==> config.mk <==
export PLATFORM = sky130hd
export DESIGN_NAME = msx_cart_top
export DESIGN_NICKNAME = d
export VERILOG_FILES = /design/src/msx_pkg.sv /design/src/addr_demux.sv /design/src/bus_cycle_decode.sv /design/src/bus_isolation.sv /design/src/mapper_translate.sv /design/src/msx_cart_top.sv /design/src/slot_select.sv
export SDC_FILE = /design/constraint.sdc
export NUM_CORES = 1
export LEC_CHECK = 0
export CORE_UTILIZATION = 65
export DETAILED_ROUTE_END_ITERATION = 8
export DONT_BUFFER_PORTS = 1
export PLACE_DENSITY = 0.8
export RECOVER_POWER = 50
export SETUP_SLACK_MARGIN = 0.3
export SLEW_MARGIN = 20
export SYNTH_ARGS = -nofsm -noshare
export SYNTH_HDL_FRONTEND = slang
export SYNTH_SLANG_ARGS = --single-unit
export TNS_END_PERCENT = 20
==> constraint.sdc <==
create_clock -name clk_108m -period 4.2 [get_ports clk_108m]
set_input_delay 0.84 -clock clk_108m [delete_from_list [all_inputs] [get_ports clk_108m]]
set_output_delay 0.84 -clock clk_108m [all_outputs]
set_load 0.005 [all_outputs]
==> src/msx_pkg.sv <==
`default_nettype none

package msx_pkg;

    // --------------------------------------------------
    // bus widths
    // --------------------------------------------------
    localparam int ADDR_W     = 16;
    localparam int DATA_W     = 8;
    localparam int MAP_ADDR_W = 22;
    localparam int SEG_W      = 8;
    localparam int PAGE_OFS_W = 14; // 16 KB page

    // --------------------------------------------------
    // decode constants and timing
    // --------------------------------------------------
    localparam logic [DATA_W-1:0] PPI_PORT_A      = 8'hA8;
    localparam logic [5:0]        MAPPER_PORT_HI  = 6'b111111; // ports FCh..FFh
    localparam logic [ADDR_W-1:0] EXP_SLOT_ADDR   = 16'hFFFF;
    localparam logic [1:0]        MAPPER_SUB_SLOT = 2'd3;

    // page 3 first, page 0 last
    localparam logic [3:0][SEG_W-1:0] MAPPER_SEG_RESET = {8'd0, 8'd1, 8'd2, 8'd3};

    localparam logic [2:0] ISO_DELAY        = 3'd2; // clocks before ext rd/wr
    localparam logic [4:0] DEMUX_T_ON       = 5'd5; // msel pulse width
    localparam logic [4:0] DEMUX_T_PREFETCH = 5'd2; // mp settle time

    typedef enum logic [2:0] {
        ACC_NONE,
        ACC_MEM_RD,
        ACC_MEM_WR,
        ACC_IO_RD,
        ACC_IO_WR
    } access_e;

    typedef enum logic [1:0] {
        TGT_EXTERNAL,
        TGT_EXP_REG,
        TGT_MAPPER,
        TGT_INTERNAL_IO
    } target_e;

    typedef enum logic [1:0] {
        ISO_IDLE,
        ISO_ACTIVE,
        ISO_WAIT
    } iso_state_e;

    typedef enum logic {
        DMX_IDLE,
        DMX_LATCH
    } demux_state_e;

    typedef struct packed {
        logic [ADDR_W-1:0] addr;
        logic [DATA_W-1:0] wdata;
        access_e           access;
        logic              rfsh;   // dram refresh on the bus
    } bus_cycle_t;

    typedef struct packed {
        bus_cycle_t        cycle;
        target_e           target;
        logic [1:0]        pri_slot;
        logic [DATA_W-1:0] exp_rdback; // inverted FFFFh value
    } routed_cycle_t;

    typedef struct packed {
        logic [MAP_ADDR_W-1:0] map_addr;
        logic                  rd;
        logic                  wr;
        logic [DATA_W-1:0]     wdata;
    } mem_req_t;

endpackage

`default_nettype wire

==> src/addr_demux.sv <==
`timescale 1ns/1ps
`default_nettype none

module addr_demux (
    input  wire                        clk_108m,
    input  wire                        bus_reset_n,
    input  wire msx_pkg::bus_cycle_t   cycle_in,
    output logic [1:0]                 msel,
    output logic [msx_pkg::DATA_W-1:0] mp
);

    msx_pkg::demux_state_e      state;
    logic [4:0]                 cnt;      // clocks since the sequence started
    logic [msx_pkg::ADDR_W-1:0] addr_q;   // address being sent
    logic                       low_byte;

    assign mp = low_byte ? addr_q[7:0] : addr_q[msx_pkg::ADDR_W-1 -: msx_pkg::DATA_W];

    always_ff @(posedge clk_108m or negedge bus_reset_n) begin
        if (!bus_reset_n) begin
            state    <= msx_pkg::DMX_IDLE;
            cnt      <= '0;
            addr_q   <= '0;   // matches the reset record of stage 1
            low_byte <= 1'b0;
            msel     <= 2'b00;
        end else begin
            case (state)
                msx_pkg::DMX_IDLE: begin
                    low_byte <= 1'b0;
                    msel     <= 2'b00;
                    if (cycle_in.addr != addr_q) begin
                        addr_q  <= cycle_in.addr;
                        cnt     <= 5'd1;
                        msel[1] <= 1'b1;   // high byte from clock 1
                        state   <= msx_pkg::DMX_LATCH;
                    end
                end
                msx_pkg::DMX_LATCH: begin
                    cnt <= cnt + 5'd1;
                    if (cnt == msx_pkg::DEMUX_T_ON) begin
                        msel[1] <= 1'b0;
                    end
                    if (cnt == msx_pkg::DEMUX_T_ON + msx_pkg::DEMUX_T_PREFETCH) begin
                        low_byte <= 1'b1; // mp settles before msel[0]
                    end
                    if (cnt == msx_pkg::DEMUX_T_ON + 5'd2 * msx_pkg::DEMUX_T_PREFETCH) begin
                        msel[0] <= 1'b1;
                    end
                    if (cnt == 5'd2 * (msx_pkg::DEMUX_T_ON + msx_pkg::DEMUX_T_PREFETCH)) begin
                        msel     <= 2'b00;
                        low_byte <= 1'b0;
                        state    <= msx_pkg::DMX_IDLE;
                    end
                end
                default: state <= msx_pkg::DMX_IDLE;
            endcase
        end
    end

endmodule

`default_nettype wire

==> src/bus_cycle_decode.sv <==
`timescale 1ns/1ps
`default_nettype none

module bus_cycle_decode (
    input  wire                         clk_108m,
    input  wire                         bus_reset_n,
    input  wire [msx_pkg::ADDR_W-1:0]   cpu_addr,
    input  wire [msx_pkg::DATA_W-1:0]   cpu_dout,
    input  wire                         mreq_n,
    input  wire                         iorq_n,
    input  wire                         rd_n,
    input  wire                         wr_n,
    input  wire                         rfsh_n,
    output msx_pkg::bus_cycle_t         cycle
);

    msx_pkg::access_e access;
    logic             refresh;

    assign refresh = ~mreq_n & ~rfsh_n; // mreq during rfsh

    always_comb begin
        access = msx_pkg::ACC_NONE;
        if (!mreq_n) begin
            if (rfsh_n && !rd_n) begin
                access = msx_pkg::ACC_MEM_RD;
            end else if (rfsh_n && !wr_n) begin
                access = msx_pkg::ACC_MEM_WR;
            end
        end else if (!iorq_n) begin
            if (!rd_n) begin
                access = msx_pkg::ACC_IO_RD;
            end else if (!wr_n) begin
                access = msx_pkg::ACC_IO_WR; // int ack has neither strobe
            end
        end
    end

    always_ff @(posedge clk_108m or negedge bus_reset_n) begin
        if (!bus_reset_n) begin
            cycle <= '0;
        end else begin
            cycle.addr   <= cpu_addr;
            cycle.wdata  <= cpu_dout;
            cycle.access <= access;
            cycle.rfsh   <= refresh;
        end
    end

endmodule

`default_nettype wire

==> src/bus_isolation.sv <==
`timescale 1ns/1ps
`default_nettype none

module bus_isolation (
    input  wire                        clk_108m,
    input  wire                        bus_reset_n,
    input  wire msx_pkg::routed_cycle_t routed_in,
    output logic                       ext_mreq_n,
    output logic                       ext_iorq_n,
    output logic                       ext_rd_n,
    output logic                       ext_wr_n
);

    msx_pkg::iso_state_e state;
    logic [2:0]          cnt;
    logic                ext_tgt;
    logic                rd_req;
    logic                wr_req;
    logic                rd_q;
    logic                wr_q;
    msx_pkg::access_e    access;

    assign access  = routed_in.cycle.access;
    assign ext_tgt = (routed_in.target == msx_pkg::TGT_EXTERNAL);
    assign rd_req  = ext_tgt && (access == msx_pkg::ACC_MEM_RD || access == msx_pkg::ACC_IO_RD);
    assign wr_req  = ext_tgt && (access == msx_pkg::ACC_MEM_WR || access == msx_pkg::ACC_IO_WR);

    // mreq/iorq pass straight through and refresh still goes out
    assign ext_mreq_n = ~(ext_tgt && (access == msx_pkg::ACC_MEM_RD ||
                                      access == msx_pkg::ACC_MEM_WR ||
                                      routed_in.cycle.rfsh));
    assign ext_iorq_n = ~(ext_tgt && (access == msx_pkg::ACC_IO_RD ||
                                      access == msx_pkg::ACC_IO_WR));
    assign ext_rd_n   = rd_q | ~ext_tgt;
    assign ext_wr_n   = wr_q | ~ext_tgt;

    always_ff @(posedge clk_108m or negedge bus_reset_n) begin
        if (!bus_reset_n) begin
            state <= msx_pkg::ISO_IDLE;
            cnt   <= '0;
            rd_q  <= 1'b1;
            wr_q  <= 1'b1;
        end else begin
            case (state)
                msx_pkg::ISO_IDLE: begin
                    cnt  <= '0;
                    rd_q <= 1'b1;
                    wr_q <= 1'b1;
                    if (rd_req || wr_req) state <= msx_pkg::ISO_ACTIVE;
                end
                msx_pkg::ISO_ACTIVE: begin
                    cnt <= cnt + 3'd1;
                    if (!rd_req && !wr_req) begin
                        state <= msx_pkg::ISO_IDLE; // cycle gone before release
                    end else if (cnt == msx_pkg::ISO_DELAY - 3'd1) begin
                        rd_q  <= ~rd_req;
                        wr_q  <= ~wr_req;
                        state <= msx_pkg::ISO_WAIT;
                    end
                end
                msx_pkg::ISO_WAIT: begin
                    if (!rd_req && !wr_req) begin
                        rd_q  <= 1'b1;
                        wr_q  <= 1'b1;
                        state <= msx_pkg::ISO_IDLE;
                    end
                end
                default: state <= msx_pkg::ISO_IDLE;
            endcase
        end
    end

endmodule

`default_nettype wire

==> src/mapper_translate.sv <==
`timescale 1ns/1ps
`default_nettype none

module mapper_translate (
    input  wire                        clk_108m,
    input  wire                        bus_reset_n,
    input  wire msx_pkg::routed_cycle_t routed_in,
    output msx_pkg::routed_cycle_t     routed_out,
    output msx_pkg::mem_req_t          mem_req,
    input  wire [msx_pkg::DATA_W-1:0]  mem_rdata,
    input  wire [msx_pkg::DATA_W-1:0]  ext_data,
    output logic [msx_pkg::DATA_W-1:0] cpu_din
);

    logic [3:0][msx_pkg::SEG_W-1:0] seg; // one segment per 16 KB page
    logic [1:0]                     page;
    logic                           seg_wr;
    logic                           mapper_hit;

    assign page       = routed_in.cycle.addr[msx_pkg::ADDR_W-1 -: 2];
    assign mapper_hit = (routed_in.target == msx_pkg::TGT_MAPPER);
    assign seg_wr     = (routed_in.cycle.access == msx_pkg::ACC_IO_WR) &&
                        (routed_in.cycle.addr[7:2] == msx_pkg::MAPPER_PORT_HI);

    always_ff @(posedge clk_108m or negedge bus_reset_n) begin
        if (!bus_reset_n) begin
            seg <= msx_pkg::MAPPER_SEG_RESET;
        end else if (seg_wr) begin
            seg[routed_in.cycle.addr[1:0]] <= routed_in.cycle.wdata; // FCh..FFh
        end
    end

    always_ff @(posedge clk_108m or negedge bus_reset_n) begin
        if (!bus_reset_n) begin
            routed_out <= '0;
            mem_req    <= '0;
        end else begin
            routed_out       <= routed_in;
            mem_req.map_addr <= {seg[page], routed_in.cycle.addr[msx_pkg::PAGE_OFS_W-1:0]};
            mem_req.rd       <= mapper_hit && (routed_in.cycle.access == msx_pkg::ACC_MEM_RD);
            mem_req.wr       <= mapper_hit && (routed_in.cycle.access == msx_pkg::ACC_MEM_WR);
            mem_req.wdata    <= routed_in.cycle.wdata;
        end
    end

    // read data back to the cpu
    always_comb begin
        case (routed_out.target)
            msx_pkg::TGT_MAPPER:  cpu_din = mem_rdata;
            msx_pkg::TGT_EXP_REG: cpu_din = routed_out.exp_rdback;
            default:              cpu_din = ext_data;
        endcase
    end

endmodule

`default_nettype wire

==> src/msx_cart_top.sv <==
`timescale 1ns/1ps
`default_nettype none

module msx_cart_top (
    input  wire                         clk_108m,
    input  wire                         bus_reset_n,
    // cpu bus, already synchronous
    input  wire [msx_pkg::ADDR_W-1:0]   cpu_addr,
    input  wire [msx_pkg::DATA_W-1:0]   cpu_dout,
    input  wire                         mreq_n,
    input  wire                         iorq_n,
    input  wire                         rd_n,
    input  wire                         wr_n,
    input  wire                         rfsh_n,
    output logic [msx_pkg::DATA_W-1:0]  cpu_din,
    // memory side of the mapper
    output msx_pkg::mem_req_t           mem_req,
    input  wire [msx_pkg::DATA_W-1:0]   mem_rdata,
    // external slot bus
    input  wire [msx_pkg::DATA_W-1:0]   ext_data,
    output logic                        ext_mreq_n,
    output logic                        ext_iorq_n,
    output logic                        ext_rd_n,
    output logic                        ext_wr_n,
    output logic [1:0]                  msel,
    output logic [msx_pkg::DATA_W-1:0]  mp
);

    msx_pkg::bus_cycle_t    cycle;
    msx_pkg::routed_cycle_t routed_s2;
    msx_pkg::routed_cycle_t routed_s3;

    // --------------------------------------------------
    // four stage pipeline
    // --------------------------------------------------
    bus_cycle_decode i_decode (
        .clk_108m(clk_108m), .bus_reset_n(bus_reset_n),
        .cpu_addr(cpu_addr), .cpu_dout(cpu_dout),
        .mreq_n(mreq_n), .iorq_n(iorq_n), .rd_n(rd_n), .wr_n(wr_n), .rfsh_n(rfsh_n),
        .cycle(cycle)
    );

    slot_select i_slot (
        .clk_108m(clk_108m), .bus_reset_n(bus_reset_n),
        .cycle_in(cycle), .routed(routed_s2)
    );

    mapper_translate i_mapper (
        .clk_108m(clk_108m), .bus_reset_n(bus_reset_n),
        .routed_in(routed_s2), .routed_out(routed_s3),
        .mem_req(mem_req), .mem_rdata(mem_rdata), .ext_data(ext_data),
        .cpu_din(cpu_din)
    );

    bus_isolation i_iso (
        .clk_108m(clk_108m), .bus_reset_n(bus_reset_n), .routed_in(routed_s3),
        .ext_mreq_n(ext_mreq_n), .ext_iorq_n(ext_iorq_n),
        .ext_rd_n(ext_rd_n), .ext_wr_n(ext_wr_n)
    );

    // side branch off stage 1
    addr_demux i_demux (
        .clk_108m(clk_108m), .bus_reset_n(bus_reset_n),
        .cycle_in(cycle), .msel(msel), .mp(mp)
    );

endmodule

`default_nettype wire

==> src/slot_select.sv <==
`timescale 1ns/1ps
`default_nettype none

module slot_select (
    input  wire                     clk_108m,
    input  wire                     bus_reset_n,
    input  wire msx_pkg::bus_cycle_t cycle_in,
    output msx_pkg::routed_cycle_t  routed
);

    logic [msx_pkg::DATA_W-1:0] ppi_port_a; // 2 bits of primary slot per page
    logic [msx_pkg::DATA_W-1:0] exp_slot0;  // 2 bits of sub-slot per page
    logic [1:0]                 page;
    logic [1:0]                 pri_slot;
    logic [1:0]                 sub_slot;
    logic                       is_mem;
    logic                       ffff_hit;
    logic                       ppi_wr;
    logic                       mapper_io_wr;
    msx_pkg::target_e           target;

    assign page     = cycle_in.addr[msx_pkg::ADDR_W-1 -: 2];
    assign pri_slot = ppi_port_a[2*page +: 2];
    assign sub_slot = exp_slot0[2*page +: 2];

    assign is_mem = (cycle_in.access == msx_pkg::ACC_MEM_RD) ||
                    (cycle_in.access == msx_pkg::ACC_MEM_WR);

    // FFFFh is always page 3, so pri_slot is ppi_port_a[7:6] here
    assign ffff_hit = is_mem && (cycle_in.addr == msx_pkg::EXP_SLOT_ADDR) &&
                      (pri_slot == 2'd0);

    assign ppi_wr       = (cycle_in.access == msx_pkg::ACC_IO_WR) &&
                          (cycle_in.addr[7:0] == msx_pkg::PPI_PORT_A);
    assign mapper_io_wr = (cycle_in.access == msx_pkg::ACC_IO_WR) &&
                          (cycle_in.addr[7:2] == msx_pkg::MAPPER_PORT_HI);

    // --------------------------------------------------
    // target choice with the expanded register ahead of the mapper
    // --------------------------------------------------
    always_comb begin
        if (ffff_hit) begin
            target = msx_pkg::TGT_EXP_REG;
        end else if (is_mem && pri_slot == 2'd0 && sub_slot == msx_pkg::MAPPER_SUB_SLOT) begin
            target = msx_pkg::TGT_MAPPER;
        end else if (ppi_wr || mapper_io_wr) begin
            target = msx_pkg::TGT_INTERNAL_IO;
        end else begin
            target = msx_pkg::TGT_EXTERNAL;
        end
    end

    always_ff @(posedge clk_108m or negedge bus_reset_n) begin
        if (!bus_reset_n) begin
            ppi_port_a <= '0;
            exp_slot0  <= '0;
        end else begin
            if (ppi_wr) begin
                ppi_port_a <= cycle_in.wdata;
            end
            if (ffff_hit && cycle_in.access == msx_pkg::ACC_MEM_WR) begin
                exp_slot0 <= cycle_in.wdata;
            end
        end
    end

    always_ff @(posedge clk_108m or negedge bus_reset_n) begin
        if (!bus_reset_n) begin
            routed <= '0;
        end else begin
            routed.cycle      <= cycle_in;
            routed.target     <= target;
            routed.pri_slot   <= pri_slot;
            routed.exp_rdback <= ~exp_slot0; // reads back inverted
        end
    end

endmodule

`default_nettype wire

==> results of run 1 <==
[synthesized netlist by cell type, types with 2 or more instances]
cell type and instances:
a211oi_1 2, a21oi_1 12, a22o_1 2, a22oi_1 8, a31oi_1 2, buf_6 2
clkbuf_1 9, dfrtp_1 186, dfstp_2 6, ha_1 8, inv_1 17, mux2_2 74
mux4_2 9, nand2_1 16, nand2b_1 6, nand3_1 11, nand3b_1 2, nand4_1 7
nand4b_1 2, nor2_1 27, nor3_1 3, nor3b_1 2, nor4bb_1 2, o21ai_0 5
o22ai_1 3, xnor2_1 20
[cell usage in the layout (no fill, tap or decap), drive strengths merged, types with 4 or more instances in the layout]
cell and instances:
inv 19, dfstp 6, mux2 74, clkbuf 23, nand2 16, a21oi 12
nand2b 6, clkinv 4, dfrtp 186, nand3 11, o21ai 5, nor2 28
mux4 9, a22oi 8, xnor2 20, ha 8, nand4 8
[how the worst max path moves through the flow]
| stage | from | endpoint | slack [ps] | cells past startpoint |
|---|---|---|---|---|
| floorplan | i_mapper.routed_out[10] | cpu_din[6] | 2020 | 6 |
| global placement | i_decode.cycle[26] | i_slot.exp_slot0[7] | 1990 | 5 |
| detailed placement | i_decode.cycle[26] | i_slot.exp_slot0[2] | 1920 | 5 |
| CTS | i_mapper.routed_out[10] | cpu_din[0] | 1480 | 4 |
| global route | i_mapper.routed_out[10] | cpu_din[1] | 1380 | 4 |
| finish | i_mapper.routed_out[11] | cpu_din[0] | 1530 | 4 |
[through the flow]
step / instances / total power [mW]
after floorplan: 464 / 2.61
after global placement: 587 / 2.75
after detailed placement: 587 / 2.78
after CTS: 619 / 4.31
after global routing: 622 / 4.52
final: 622 / 4.32
[area by class of cell]
cell class              instances  area (um^2)
repair buffers                  3         36.3
fillers                       622         2670
clock inverters                11          131
inverters                      17         63.8
flip-flops and latches        192         4810
multi-input cells             242         2100
well taps                     136          170
clock buffers                  21          439
[critical path, stage by stage (launching register included)]
cell and delay, ps:
dfrtp_1 380, inv_1 70, ha_1 540, nor2_1 110, a21oi_1 190
[report_power, final]
group          total (mW)  switching [mW]  internal, mW
Sequential           2.24           0.207          2.03
Clock                1.53           0.657         0.869
Combinational       0.558           0.252         0.305
[registers in the layout, indices dropped and copies added, names as in the netlist]
name / count
i_slot.ppi_port_a: 8
i_mapper.mem_req: 32
i_slot.exp_slot0: 8
i_iso.rd_q: 1
i_mapper.routed_out: 14
i_decode.cycle: 28
i_slot.routed: 38
i_demux.addr_q: 16
i_iso.wr_q: 1
i_iso.state: 2
i_demux.cnt: 5
i_demux.state: 1
i_iso.cnt: 3
i_demux.msel: 2
i_demux.low_byte: 1
i_mapper.seg: 32
[kinds of logic (layout without fill, tap and decap cells)]
logic type	Yosys count	after routing
muxes	83	83
xor gates and xnor gates	21	21
DFF	192	192
AOI/OAI and AO/OA	41	41
and+or+nand+nor	89	89
adders and majority gates	8	8
buffers and inverters	30	52
[metal layers]
layer	wire length (um)	part of all wire [%]
met3	530	4.3
met4	104	0.84
met1	5290	43
met5	0	0
met2	6440	52
==> run summary, run 1 <==
Post-Synth Adder-Cell Area: 1.42%
Setup slack, reg-to-reg: 1920 ps
Cell taking the most area after synthesis: dfrtp_1
First-pass GRT wire length: 19,500 um
Synthesis-stage register bit count: 192
Final period util: 63.5%
GRT Max-Usage Layer: met2
Largest cells by area after synthesis: dfrtp_1, mux2_2, mux4_2
Total number of vias: 3,693
All-layer global routing usage: 23.4%
Crit end category: primary output
Post-synthesis compound-gate area fraction: 3.79%
Post-Place Setup Slack: 1920 ps
Post-synthesis cell count: 464
Failing checks: max-capacitance violations, max-slew violations
Detailed Route WL: 12,400 um
Worst Tran Pin Value: 2180 ps
RR Endpoint: i_slot.exp_slot0[2]
Layout cells sized above 1: 26.1%
Final setup viols: 0
Antenna violations before repair: 0
Reg2Reg Depth: 5
Setup Buffers After CTS: 0
Gr ovfl total: 0
Post-layout util: 74.4%
CTS tree: yes
Worst-skew pair later-pin latency: 530 ps
Largest net degree at the start of global routing: 193
DRC Markers: 0
Reg clk slew, reported paths: 70 ps
Initial DRC count: 166
Crit path DAT: 1830 ps
Critical path required time: 3360 ps
Synth top area share: 66.1%
Yosys cell types: 47
Max-slew headroom: -45.4%
CP Class: reg2out
Initial Util: 67.6%
Die X: 106 um
Async SR Flop Fraction: 100%
Layout Skew: 10.3 ps
Root Driver: clkbuf_8
Post-route setup slack: 1530 ps
Syn Nets: 519
Routing usage on met1: 30.6%
Gp weighted congestion: 0.785
Num CTS Buffers: 17
# IOs: 101
Core area: 10,400 um^2
Power per cell area: 557 nW/um^2
Met2 GRT Util: 37.9%
DP HPWL: 7730 um
Drt via density: 5.94
Synth Area per Inst: 15.2 um^2
Vert. Die Dim: 106 um
Post-placement cell area: 7140 um^2
DRT antenna net count: 0
CP startpoint kind: register
Met3 Track Usage GR: 6.25%
Multiplexer share of the synthesized area: 14.7%
Site Rows: 37
Nets@finish: 528
Max_cap viols: 2
XOR/XNOR Fraction of Synth Area: 2.61%
DR WL/cell: 19.9 um
Post-synth EDFFs: 0
Final instance area: 7750 um^2
Sequential fraction of the synthesis area: 68.4%
Resized Gates After CTS: 0
Leak: 3.42 nW
Largest family of logic cells by synthesized area: multiplexers
Netlist Area Pre-Place: 7040 um^2
Synth warnings: 0
Drt first pass iters: 6
Worst Hold Class: in2async
Max clock buf depth: 2
Die ar.: 11,200 um^2
Fin Hold WS: 154 ps
Synth Flop Type: dfrtp_1
Vias in the first global route: 3,817
Final min period: 2670 ps
Simple-Gate Fraction of Synth Area: 7.24%
IO Port Bufs: 0
CTS sink count: 192
Synth-to-Final Area Change: 10.1%
Worst IR drop on VDD: 0.330 mV
Final-report hold violation count: 0
Reg-to-reg startpoint: i_decode.cycle[26]
Peak Freq: 375 MHz
Setup TNS: 0 ps
# diodes: 0
Crit path max fanout: 16
Unrepaired setup endpoints after global routing: false
Outcome: finished, violations left
H-tree depth: 4
Slew Viols, Final: 119
No activity file was read; power rests on OpenSTA's default activity.
==> inputs of run 2 (changes only) <==
- CORE_UTILIZATION: 65 -> 56
- PLACE_DENSITY: 0.8 -> 0.73
- clock period: 4.2 -> 2.28 ns (I/O delays scaled with it)
==> run 2 against run 1 <==
Combinational power is 78% higher. Global-route usage is 3.4 points lower. Sequential share of layout area is 1.6 points lower. First-iteration DRC count is 48% higher. Register-to-register slack worse by 1600 ps. Largest cell class unchanged. Count of clock-buffer cells in the layout is 2 higher. Non-clock buffer count is 10 higher. Via count is 0.60% lower. Sequential cell count stayed put. Clock skew is 4.1 ps lower. The flow finishes with violations (negative hold slack). Sequential power is 83% higher.
==> run summary, run 2 (synthesis gave the netlist of run 1 again) <==
Setup slack, reg-to-reg: 270 ps (-1650 ps)
Worst Tran Pin Value: 516 ps (-1660 ps)
CTS tree: yes
Max reg flops: 38 (unchanged)
Sequential share of power: 51.5% (-0.3 points)
DR WL/cell: 18.1 um (-8.9%)
Final-report hold violation count: 192 (+192)
Crit path DAT: 2310 ps (+480 ps)
Site Rows: 40 (+8.1%)
Power share of the combinational group: 12.5% (-0.4 points)
Nets@finish: 538 (+1.9%)
Detailed Route WL: 12,100 um (-2.3%)
CP Class: reg2reg
Most common cell after layout, fill and taps aside: dfrtp_1
Final min period: 2010 ps
# IOs: 101 (unchanged)
Initial DRC count: 246 (+48%)
Commonest cells after routing, fill and taps aside: dfrtp_1, mux2_2, nor2_1
Num CTS Buffers: 17 (unchanged)
Max_cap viols: 0 (-2)
Met3 Wirelength: 653 um (+23%)
NetSw: 1.98 mW (+78%)
Reg-to-reg startpoint: i_decode.cycle[26]
DP HPWL: 8030 um (+3.9%)
Total number of vias: 3,671 (-0.60%)
H-tree depth: 4 (unchanged)
Drt via density: 5.50 (-7.3%)
Reg2Reg Depth: 6 (+1)
Failing checks: negative hold slack
Post-Layout Cell Count: 667 (+7.2%)
Layout Skew: 6.22 ps (-4.07 ps)
Unrepaired setup endpoints after global routing: true
Synth-to-Final Area Change: 13.0%
Crit end category: register
All-layer global routing usage: 20.0% (-3.4 points)
DRC Markers: 0 (unchanged)
Worst IR drop on VDD: 0.645 mV (+96%)
Critical path required time: 2590 ps (-770 ps)
Final period util: 88.0%
First-pass GRT wire length: 19,300 um (-0.85%)
CP startpoint kind: register
Top reg by flops: i_slot.routed
Max-slew headroom: 65.3% (+110 points)
CTS sink count: 192 (unchanged)
Met2 wire len: 5980 um (-7.2%)
Peak Freq: 498 MHz
Drt first pass iters: 4 (-2)
Clock power share: 36.1% (+0.8 points)
Largest net degree at the start of global routing: 193 (unchanged)
Core area: 12,100 um^2 (+16%)
Reg clk slew, reported paths: 60 ps (about the same)
Placed cell count: 628 (+7.0%)
Crit path max fanout: 8 (-8)
Crit path to: i_slot.exp_slot0[6]
DRT antenna net count: 0 (unchanged)
Int Pwr: 6.01 mW (+88%)
CP startpoint: i_decode.cycle[26]
Layout cells sized above 1: 29.6% (+3.5 points)
Root Driver: clkbuf_16
Max clock buf depth: 2 (unchanged)
Worst Hold Class: in2async
Leak: 3.49 nW (+2.0%)
Gr ovfl total: 0 (unchanged)
Slew Viols, Final: 0 (-100%)
Sw frac: 24.8% (-1.0 points)
Gp weighted congestion: 0.746 (-4.9%)
Final setup viols: 0 (unchanged)
RR Endpoint: i_slot.exp_slot0[6]
Highest metal used: met4
Initial Util: 58.1% (-9.5 points)
Met1 wire length: 5210 um (-1.7%)
Regs by FF count: i_slot.routed x38, i_mapper.mem_req x32, i_mapper.seg x32
Vert. Die Dim: 114 um (+7.6%)
Power per cell area: 1010 nW/um^2 (+80%)
Die X: 114 um (+7.6%)
Outcome: finished, violations left
Die ar.: 13,000 um^2 (+16%)
Vias in the first global route: 3,774 (-1.1%)
Worst-skew pair later-pin latency: 430 ps (-100 ps)
Fin Hold WS: -275 ps (-429 ps)
Antenna violations before repair: 3 (+3)
IO Port Bufs: 0 (unchanged)
Setup TNS: 0 ps (unchanged)
run 2: cell types whose count changed in the layout (fill, tap and decap cells not counted), sizes merged:
| cell | change |
|---|---|
| clkinvlp | -1 |
| inv | -1 |
| diode | +3 |
| buf | +12 |
run 2: critical path, cell delays in order, from the launching register on:
cell and delay (ps):
dfrtp_1 400, buf_4 180, mux4_2 380, nand4_4 120, nor4b_4 310, buf_6 170, mux2_2 340
run 2: area by class of cell:
type | count | area [um^2]
Antenna cell | 3 | 7.51
Clock buffer | 23 | 478
Sequential cell | 192 | 4810
Tap cell | 168 | 210
Inverter | 17 | 63.8
Clock inverter | 9 | 108
Timing Repair Buffer | 13 | 98.8
Multi-Input combinational cell | 242 | 2170
Fill cell | 884 | 4160
run 2: worst min-delay path by stage:
stage / start / endpoint / cells past startpoint
after floorplan: bus_reset_n / i_decode.cycle[0] / 0
after global placement: bus_reset_n / i_mapper.mem_req[24] / 0
after detailed placement: bus_reset_n / i_mapper.mem_req[24] / 0
after CTS: bus_reset_n / i_mapper.mem_req[24] / 0
after global routing: bus_reset_n / i_mapper.mem_req[2] / 0
final: bus_reset_n / i_slot.routed[17] / 0
run 2: power groups by stage:
stage	Clock, mW	Sequential [mW]	Combinational (mW)
after global placement	0	4.14	0.937
after global routing	3.06	4.17	1.10
final	2.88	4.11	0.996
after detailed placement	0	4.17	0.977
after CTS	2.93	4.11	1.01
after floorplan	0	4.00	0.802
run 2: layer usage:
| metal | vias up | global-route usage (%) |
|---|---|---|
| li1 | 1670 | - |
| met1 | 1872 | 25.6 |
| met2 | 106 | 31.9 |
| met3 | 23 | 5.88 |
| met4 | 0 | 8.92 |
| met5 | - | 0 |
run 2: repair_timing:
item                                    in CTS  in global routing
setup buffers                                4                  0
gates resized for setup                     14                  3
pin swaps                                    3                  0
hold endpoints to repair                   192                192
endpoints found under the setup margin      32                 38
run 2: through the flow:
step | util (%) | total power, mW | area [um^2] | setup slack (ps)
final | 65.6 | 7.99 | 7950 | 274
after global routing | 65.6 | 8.33 | 7950 | 214
after CTS | 65.5 | 8.06 | 7930 | 275
after detailed placement | 59.9 | 5.14 | 7250 | 196
after global placement | 59.9 | 5.08 | 7250 | 275
after floorplan | - | 4.80 | 7040 | 385
